--- src/source/peGeomPkg.sv ---
/*
 * Geometry of the processing-element cluster.
 * Element width, channels per vector, kernel width and the
 * accumulator widths that follow from them.
 * Imported by the RTL blocks that size loops or counters.
 */
package peGeomPkg;

    // ============================================================
    // Array shape
    // ============================================================
    // Signed activation or weight element
    localparam int DATA_WIDTH   = 8;
    // Channels in one activation or weight vector
    localparam int BLOCK_DEPTH  = 4;
    // Weight vectors per kernel, one lane each
    localparam int KERNEL_WIDTH = 3;

    // ============================================================
    // Derived widths
    // ============================================================
    // Product width plus headroom for BLOCK_DEPTH terms
    localparam int DOT_WIDTH    = 2 * DATA_WIDTH + 2;
    // Sum of KERNEL_WIDTH dot products
    localparam int PSUM_WIDTH   = DOT_WIDTH + 2;
    // Position within a row, up to 64 activations
    localparam int IDX_WIDTH    = 6;

endpackage

--- src/source/peDataPkg.sv ---
/*
 * Data types shared by the cluster blocks.
 * Vectors, nonzero flags, dot products and partial sums,
 * plus the per-kernel bundles of each.
 * Widths come from the geometry package.
 */
package peDataPkg;

    import peGeomPkg::*;

    // ============================================================
    // Single values
    // ============================================================
    typedef logic signed [DATA_WIDTH-1:0] elemT;
    // One vector of BLOCK_DEPTH channels, channel 0 in the low bits
    typedef elemT [BLOCK_DEPTH-1:0] vecT;
    // Nonzero flag per channel
    typedef logic [BLOCK_DEPTH-1:0] flagT;
    // Lane result
    typedef logic signed [DOT_WIDTH-1:0] dotT;
    // Output partial sum
    typedef logic signed [PSUM_WIDTH-1:0] psumT;
    // Position in a row
    typedef logic [IDX_WIDTH-1:0] idxT;

    // ============================================================
    // Per-kernel bundles
    // ============================================================
    // Index k is kernel tap k
    typedef vecT [KERNEL_WIDTH-1:0] weiSetT;
    typedef flagT [KERNEL_WIDTH-1:0] weiFlagSetT;
    typedef dotT [KERNEL_WIDTH-1:0] dotSetT;

endpackage

--- src/source/macIf.sv ---
/*
 * Control to lane-array bundle.
 * Carries the weight load strobe and data, the registered
 * activation with its flags and row end, and the start pulse.
 * Driven through the control modport and read through array.
 */
`timescale 1ns/1ps

interface macIf
    import peDataPkg::*;
();

    // Weight load, written on the edge where loadWei is high
    logic       loadWei;
    weiSetT     weiData;
    weiFlagSetT weiFlag;

    // One cycle pulse once the activation is registered
    logic       start;
    // Held until the next activation is accepted
    vecT        actData;
    flagT       actFlag;
    logic       rowEnd;

    modport control (
        output loadWei, weiData, weiFlag,
        output start, actData, actFlag, rowEnd
    );

    modport array (
        input loadWei, weiData, weiFlag,
        input start, actData, actFlag, rowEnd
    );

endinterface

--- src/source/peControl.sv ---
/*
 * Decode stage of the cluster.
 * Runs the weight and activation get handshakes, registers each
 * accepted activation and fires the start pulse to the lanes.
 * Waits for dotValid before taking the next activation.
 */
`timescale 1ns/1ps

module peControl
    import peDataPkg::*;
(
    input  logic       clk,
    input  logic       rst_n,
    // Weight source
    input  logic       weiRdy,
    output logic       weiGet,
    input  weiSetT     weight,
    input  weiFlagSetT weightFlag,
    // Activation source
    input  logic       actRdy,
    output logic       actGet,
    input  vecT        act,
    input  flagT       actFlag,
    input  logic       lastRow,
    input  logic       lastBlock,
    // From the lane array
    input  logic       dotValid,
    macIf.control      mac
);

    typedef enum logic [1:0] {
        LoadWei,
        WaitAct,
        Compute
    } stateT;

    stateT state;
    stateT stateNext;
    // lastBlock of the activation in flight
    logic  lastBlk;

    // ============================================================
    // Handshake FSM
    // ============================================================
    // Get pulses while the source holds ready
    assign weiGet = (state == LoadWei) && weiRdy;
    assign actGet = (state == WaitAct) && actRdy;

    always_comb begin
        stateNext = state;
        case (state)
            LoadWei: if (weiRdy) stateNext = WaitAct;
            WaitAct: if (actRdy) stateNext = Compute;
            // Back to weights at the end of a block
            Compute: if (dotValid) stateNext = lastBlk ? LoadWei : WaitAct;
            default: stateNext = LoadWei;
        endcase
    end

    always_ff @(posedge clk or negedge rst_n) begin
        if (!rst_n) begin
            state <= LoadWei;
        end else begin
            state <= stateNext;
        end
    end

    // ============================================================
    // Weight load
    // ============================================================
    // Array writes its weight registers on the get edge
    assign mac.loadWei = weiGet;
    assign mac.weiData = weight;
    assign mac.weiFlag = weightFlag;

    // ============================================================
    // Activation register and start
    // ============================================================
    always_ff @(posedge clk or negedge rst_n) begin
        if (!rst_n) begin
            mac.start  <= 1'b0;
            mac.rowEnd <= 1'b0;
            lastBlk    <= 1'b0;
        end else begin
            // Start lands in the cycle after the get
            mac.start <= actGet;
            if (actGet) begin
                mac.rowEnd <= lastRow;
                lastBlk    <= lastBlock;
            end
        end
    end

    // Data and flags only
    always_ff @(posedge clk) begin
        if (actGet) begin
            mac.actData <= act;
            mac.actFlag <= actFlag;
        end
    end

endmodule

--- src/source/sparseMac.sv ---
/*
 * One sparse multiply-accumulate lane.
 * On start it keeps only channels where both flags are set and
 * then spends one cycle per such channel, lowest first.
 * done pulses 1 + P cycles after start, with dot valid then.
 */
`timescale 1ns/1ps

module sparseMac
    import peGeomPkg::*;
    import peDataPkg::*;
(
    input  logic clk,
    input  logic rst_n,
    input  logic start,
    input  vecT  actData,
    input  flagT actFlag,
    input  vecT  weiData,
    input  flagT weiFlag,
    output logic done,
    output dotT  dot
);

    // Channels still to consume
    flagT mask;
    logic busy;
    dotT  acc;
    dotT  prod;

    // Product of the lowest matched channel
    always_comb begin
        prod = '0;
        // Walk down so the lowest set bit wins
        for (int ch = BLOCK_DEPTH - 1; ch >= 0; ch--) begin
            if (mask[ch]) begin
                prod = dotT'($signed(actData[ch])) * dotT'($signed(weiData[ch]));
            end
        end
    end

    always_ff @(posedge clk or negedge rst_n) begin
        if (!rst_n) begin
            mask <= '0;
            busy <= 1'b0;
        end else if (start) begin
            mask <= actFlag & weiFlag;
            busy <= 1'b1;
        end else if (done) begin
            busy <= 1'b0;
        end else begin
            // Drop the channel just consumed
            mask <= mask & (mask - 1'b1);
        end
    end

    always_ff @(posedge clk) begin
        if (start) begin
            acc <= '0;
        end else if (busy && (mask != '0)) begin
            acc <= acc + prod;
        end
    end

    // One cycle after the mask runs empty
    assign done = busy && (mask == '0);
    assign dot  = acc;

endmodule

--- src/source/macArray.sv ---
/*
 * Execute stage of the cluster.
 * Holds the weight set and three sparse lanes. Lane results are
 * latched as each lane finishes, and dotValid pulses the cycle
 * after the slowest lane, with rowEnd carried alongside.
 */
`timescale 1ns/1ps

module macArray
    import peGeomPkg::*;
    import peDataPkg::*;
(
    input  logic   clk,
    input  logic   rst_n,
    macIf.array    mac,
    output logic   dotValid,
    output dotSetT dots,
    output logic   rowEnd
);

    weiSetT                  weiReg;
    weiFlagSetT              weiFlagReg;
    logic [KERNEL_WIDTH-1:0] laneDone;
    logic [KERNEL_WIDTH-1:0] doneSeen;
    dotSetT                  laneDot;
    // Set by start until all lanes report
    logic                    armed;
    logic                    allDone;

    // ============================================================
    // Weight registers
    // ============================================================
    always_ff @(posedge clk) begin
        if (mac.loadWei) begin
            weiReg     <= mac.weiData;
            weiFlagReg <= mac.weiFlag;
        end
    end

    // ============================================================
    // Lanes, one per kernel tap
    // ============================================================
    sparseMac lane0 (
        .clk     (clk),
        .rst_n   (rst_n),
        .start   (mac.start),
        .actData (mac.actData),
        .actFlag (mac.actFlag),
        .weiData (weiReg[0]),
        .weiFlag (weiFlagReg[0]),
        .done    (laneDone[0]),
        .dot     (laneDot[0])
    );

    sparseMac lane1 (
        .clk     (clk),
        .rst_n   (rst_n),
        .start   (mac.start),
        .actData (mac.actData),
        .actFlag (mac.actFlag),
        .weiData (weiReg[1]),
        .weiFlag (weiFlagReg[1]),
        .done    (laneDone[1]),
        .dot     (laneDot[1])
    );

    sparseMac lane2 (
        .clk     (clk),
        .rst_n   (rst_n),
        .start   (mac.start),
        .actData (mac.actData),
        .actFlag (mac.actFlag),
        .weiData (weiReg[2]),
        .weiFlag (weiFlagReg[2]),
        .done    (laneDone[2]),
        .dot     (laneDot[2])
    );

    // ============================================================
    // Completion tracking
    // ============================================================
    // Last lane may finish this cycle
    assign allDone = armed && (&(doneSeen | laneDone));

    always_ff @(posedge clk or negedge rst_n) begin
        if (!rst_n) begin
            armed    <= 1'b0;
            doneSeen <= '0;
            dotValid <= 1'b0;
            rowEnd   <= 1'b0;
        end else begin
            dotValid <= allDone;
            if (mac.start) begin
                armed    <= 1'b1;
                doneSeen <= '0;
            end else if (allDone) begin
                armed    <= 1'b0;
                doneSeen <= '0;
                rowEnd   <= mac.rowEnd;
            end else begin
                doneSeen <= doneSeen | laneDone;
            end
        end
    end

    // Each lane result held from its own done
    always_ff @(posedge clk) begin
        for (int k = 0; k < KERNEL_WIDTH; k++) begin
            if (laneDone[k]) dots[k] <= laneDot[k];
        end
    end

endmodule

--- src/source/psumLine.sv ---
/*
 * Result stage of the cluster.
 * Builds the 1-D row convolution from the three lane dots.
 * Two running partials hold outputs one and two positions back.
 * psumValid follows dotValid by one cycle, no back-pressure.
 */
`timescale 1ns/1ps

module psumLine
    import peGeomPkg::*;
    import peDataPkg::*;
(
    input  logic   clk,
    input  logic   rst_n,
    input  logic   dotValid,
    input  dotSetT dots,
    input  logic   rowEnd,
    output logic   psumValid,
    output idxT    psumIndex,
    output psumT   psum
);

    // Activation position in the current row
    idxT  cnt;
    // Output one position back
    psumT partNew;
    // Output two positions back
    psumT partOld;
    logic emit;

    // First full output once KERNEL_WIDTH activations are in
    assign emit = dotValid && (cnt >= idxT'(KERNEL_WIDTH - 1));

    always_ff @(posedge clk or negedge rst_n) begin
        if (!rst_n) begin
            cnt       <= '0;
            partNew   <= '0;
            partOld   <= '0;
            psumValid <= 1'b0;
        end else begin
            psumValid <= emit;
            if (dotValid) begin
                if (rowEnd) begin
                    // Fresh row starts at position 0
                    cnt     <= '0;
                    partNew <= '0;
                    partOld <= '0;
                end else begin
                    cnt     <= cnt + 1'b1;
                    partOld <= partNew + psumT'(dots[1]);
                    partNew <= psumT'(dots[0]);
                end
            end
        end
    end

    // Output payload
    always_ff @(posedge clk) begin
        if (emit) begin
            psum      <= partOld + psumT'(dots[2]);
            psumIndex <= cnt - idxT'(KERNEL_WIDTH - 1);
        end
    end

endmodule

--- src/source/peCluster.sv ---
/*
 * Top level of the processing-element cluster.
 * Plain ports for weight and activation ready/get exchanges and
 * the partial-sum output. Connects decode, execute and result.
 */
`timescale 1ns/1ps

module peCluster
    import peDataPkg::*;
(
    input  logic       clk,
    input  logic       rst_n,
    // Weight exchange
    input  logic       weiRdy,
    output logic       weiGet,
    input  weiSetT     weight,
    input  weiFlagSetT weightFlag,
    // Activation exchange
    input  logic       actRdy,
    output logic       actGet,
    input  vecT        act,
    input  flagT       actFlag,
    input  logic       lastRow,
    input  logic       lastBlock,
    // Partial sums
    output logic       psumValid,
    output idxT        psumIndex,
    output psumT       psum
);

    logic   dotValid;
    dotSetT dots;
    logic   rowEnd;

    macIf mac0 ();

    peControl ctrl0 (
        .clk        (clk),
        .rst_n      (rst_n),
        .weiRdy     (weiRdy),
        .weiGet     (weiGet),
        .weight     (weight),
        .weightFlag (weightFlag),
        .actRdy     (actRdy),
        .actGet     (actGet),
        .act        (act),
        .actFlag    (actFlag),
        .lastRow    (lastRow),
        .lastBlock  (lastBlock),
        .dotValid   (dotValid),
        .mac        (mac0.control)
    );

    macArray array0 (
        .clk      (clk),
        .rst_n    (rst_n),
        .mac      (mac0.array),
        .dotValid (dotValid),
        .dots     (dots),
        .rowEnd   (rowEnd)
    );

    psumLine line0 (
        .clk       (clk),
        .rst_n     (rst_n),
        .dotValid  (dotValid),
        .dots      (dots),
        .rowEnd    (rowEnd),
        .psumValid (psumValid),
        .psumIndex (psumIndex),
        .psum      (psum)
    );

endmodule

--- config.mk ---
export PLATFORM = sky130hd
export DESIGN_NAME = peCluster
export DESIGN_NICKNAME = d
export VERILOG_FILES = /design/src/source/peGeomPkg.sv /design/src/source/peDataPkg.sv /design/src/source/macIf.sv /design/src/source/peControl.sv /design/src/source/sparseMac.sv /design/src/source/macArray.sv /design/src/source/psumLine.sv /design/src/source/peCluster.sv
export SDC_FILE = /design/constraint.sdc
export NUM_CORES = 2
export LEC_CHECK = 0
export ABC_AREA = 1
export ABC_CLOCK_PERIOD_IN_PS = 22800
export BUFFER_PORTS_ARGS = -buffer_cell sky130_fd_sc_hd__buf_2
export CAP_MARGIN = 20
export CORE_ASPECT_RATIO = 0.75
export CORE_UTILIZATION = 40
export DETAILED_ROUTE_END_ITERATION = 7
export HOLD_SLACK_MARGIN = 0.15
export PLACE_DENSITY = 0.66
export SKIP_CTS_REPAIR_TIMING = 1
export SLEW_MARGIN = 20
export SYNTH_ARGS = -nofsm -noshare
export SYNTH_HDL_FRONTEND = slang
export SYNTH_HIERARCHICAL = 1
export SYNTH_SLANG_ARGS = --single-unit
--- constraint.sdc ---
create_clock -name clk -period 22.8 [get_ports clk]
set_clock_uncertainty 0.05 [all_clocks]
set_input_delay 5.7 -clock clk [delete_from_list [all_inputs] [get_ports clk]]
set_output_delay 5.7 -clock clk [all_outputs]
set_load 0.05 [all_outputs]
==> results.txt <==
- The flow ran to the end, and the final reports show no timing, DRC or antenna violations.
* DRC errors left: 0
- Global-route wire length before repair: 208 mm
- Drt wl/cell: 16.4 um
* Switching portion of total power: 0.237
- Clock latency of the later-clocked register in the worst-skew pair: 0.67 ns
- Setup violations remaining at the end of the flow were counted as 0.
- The share of total power dissipated in combinational logic is 0.013.
* Final hold slack: 0.413 ns
- The number of antenna violations at the first check in global routing came to 5.
- Share of post-route cells with drive strength above 1: 0.0689
- Number of instances in the synthesized netlist: 6240
- Final Hold Violating Endpoints: 0
* Sequential-to-total area share from yosys stat: 0.194
* Share of synthesized area spent on multiplexers: 0
* Total standard cell area after synthesis: 49500 um2
- The die covers 125000 um2.
- Mean number of vias per cell: 4.86
* CTS root buffer: clkbuf_16
* Area leader, netlist: fa_1
- In this run, synthesis produced a sequential element count of 349.
- Power Dens Cells: 27.0 nW/um2
- Simple-gate share of the synthesized area: 0.168
- Worst slack after detailed placement: 10.14 ns
- Largest net degree at the start of global routing: 50
- The final count of pins violating max slew is 0.
- During I/O placement, the number of pins put on the boundary was 179.
- Data required time at the worst endpoint: 17.05 ns
- Number of nets produced by synthesis: 7495
- The most used flip-flop cell after synthesis is edfxtp_1.
- No sink is reached through more buffers than the 3 on the longest clock path.
- Smallest setup slack after layout: 10.15 ns
- Placed standard-cell area: 51100 um2
- VDD sags by at most 50.7 uV.
* Filler-free cell count of the finished design: 7851
* Fillcell total: 12300
- Average cell area after synthesis: 7.93 um2
* Post-Layout Inst Area: 52600 um2
- Total length of routed wires: 129 mm
- Across every metal layer, demand over resource in global routing totals 0.210.
- Most frequent standard cell in the layout excluding fill and tap cells: inv_1
- Of the total power, the clock network draws 0.514.
- CTS saw 349 sinks.
* Count of flip-flops with a built-in enable after synthesis: 224
- Of the total synthesized cell area, the portion taken by full adders, half adders and majority gates is 0.380.
- Maximum level of the CTS H-tree: 2
- Share of Yosys cell area claimed by the top area cell type: 0.269
* Clock tree from TritonCTS: built
- The count of nets left with antenna violations once routing finished came out at 0.
- The first routing iteration left 2863 violations.
* Slew headroom: 0.357
- Of the total synthesized cell area, the portion taken by XOR and XNOR cells is 0.0222.
- The area fraction in compound gates after synthesis came to 0.0754.
- Once placement completed, the tool counted placed cells totaling 7772.
* Height of the die: 307 um
- The via count of the first global-routing pass came to 38400.
* Leading cell types by total area after synthesis: fa_1, edfxtp_1, inv_1, ha_1, nand2_1
- Leakage power: 29.6 nW
- Fraction of synthesis flops using an asynchronous set or reset pin: 0.203
- Main combinational cell family by area after synthesis: adder cells
- Synth warnings: 6
- Number of iterations in the first detailed-routing pass: 6
- Clk pin slew, worst setup/hold paths: 0.06 ns
- Critical path endpoint category: output port
* Summed negative setup slack over all endpoints: 0 ns
- For the pin with the worst max-slew slack, the measured transition is 0.961 ns.
- In the finished design, the share of the clock period the worst path needs comes to 0.555.
* Final weighted congestion of routability-driven global placement: 0.918
* Starting Density: 0.404
- Number of distinct library cell variants in the gate-level netlist after synthesis: 62
- Sum of overflow across all layers after global routing: 0
- The final layout contains 7433 nets.
- Final period demand of the worst path: 12.65 ns
- Sequential Power Share: 0.473
- Max-cap violations in this run came to 0.
- Summed over all nets, the switching power comes to 0.336 mW.
- For the worst setup path, the data arrival time is 6.90 ns.
- Buffers placed on the I/O ports in this run total 178.
- Maximum operating frequency: 0.0791 GHz
- Die X-Extent: 408 um
- Post-detail-place hpwl: 105 mm
- Number of clock buffers inserted by TritonCTS: 42
- The core region is 122000 um2.
- Int Power: 1.08 mW
* Critical path start-end classification: in2out
- Setup repair after global routing left no endpoint under its margin.
* Most frequent cells in the layout: inv_1, nand2_1, fa_1, ha_1, a21oi_1
* Layout overhead on the synthesized area: 6.18%
- STA classifies the critical path startpoint as an input pin.
- Detailed routing inserted a total of 38100 vias.
* Path type of the worst min-delay path: reg2reg
- CP Max Fanout: 2
* Row Count: 111
==> cells in the mapped netlist, types with 54 or more instances <==
cell	instances
buf_4	114
xor2_1	70
nand3_1	193
clkbuf_1	204
or2_2	56
edfxtp_1	224
inv_1	1652
ha_1	440
nor2_1	233
a21oi_1	271
nand2_1	1408
dfxtp_1	54
fa_1	665
dfrtp_1	71
o21ai_0	181
==> logic make-up (layout without fill, tap and decap cells) <==
family          Yosys count  count (layout)
fa+ha+maj              1105            1105
other cells               0               1
simple gates           2016            2016
buf+inv                2003            1975
compound gates          643             643
flops                   349             349
xor+xnor                124             124
==> cell type report <==
class,count,area [um2],area share
diodes,1,2.50,0.0000476
repair buffers,220,1210,0.0230
flip-flops and latches,349,9580,0.182
clock buffers,55,1160,0.0221
inverters,1677,6290,0.120
clock inverters,23,285,0.00543
well taps,1638,2050,0.0390
multi-input cells,3888,32000,0.608
==> sequential cells by signal, indices dropped and copies added, names as in the netlist, 12 cells and up <==
name,cells
line0/partNew,18
array0/lane1/dot,18
ctrl0/mac.actData,32
array0/weiFlagReg,12
array0/dots,54
array0/lane2/dot,18
array0/weiReg,96
line0/psum,20
array0/lane0/dot,18
line0/partOld,20
==> power groups by stage <==
stage	Combinational (mW)	Sequential, mW	Clock (mW)
2_1_floorplan	0.0129	0.684	0
3_3_place_gp	0.0197	0.684	0
3_5_place_dp	0.0196	0.684	0
4_1_cts	0.0197	0.671	0.752
5_1_grt	0.0208	0.670	0.773
6_report	0.0189	0.671	0.728
==> through the flow <==
step	util	total power [mW]
after floorplan	-	0.697
after global placement	0.417	0.704
after detailed placement	0.417	0.703
after CTS	0.429	1.44
after global routing	0.429	1.46
final	0.429	1.42
==> critical path, stage by stage <==
cell and delay (ns):
buf_2 0.09, nor3b_2 0.48, buf_4 0.30, buf_2 0.31
==> path summary, 6_finish.rpt <==
kind                                              to  slack, ns  depth (start not counted)                  start
worst max-delay path                          weiGet      10.15                          4                 weiRdy
worst min-delay path                line0/partNew[9]       0.41                          1         array0/dots[9]
worst max register to register  array0/lane1/dot[17]      15.79                         31  ctrl0/mac.actData[16]
worst min register to register      line0/partNew[9]       0.41                          1         array0/dots[9]
max in group asynchronous          line0/partOld[14]      16.67                          2                  rst_n
min in group asynchronous       array0/lane2/mask[3]       5.00                          1                  rst_n
==> routing by layer <==
metal  track usage  wire length (um)  part of all wire  vias up
met5             0                 0                 0        -
li1              -                 -                 -    18500
met2         0.326             55200              0.43     1167
met4        0.0579              3380             0.026        0
met1         0.302             60600              0.47    18300
met3        0.0333              9410             0.073      156
(Power assumes the default switching activity.)
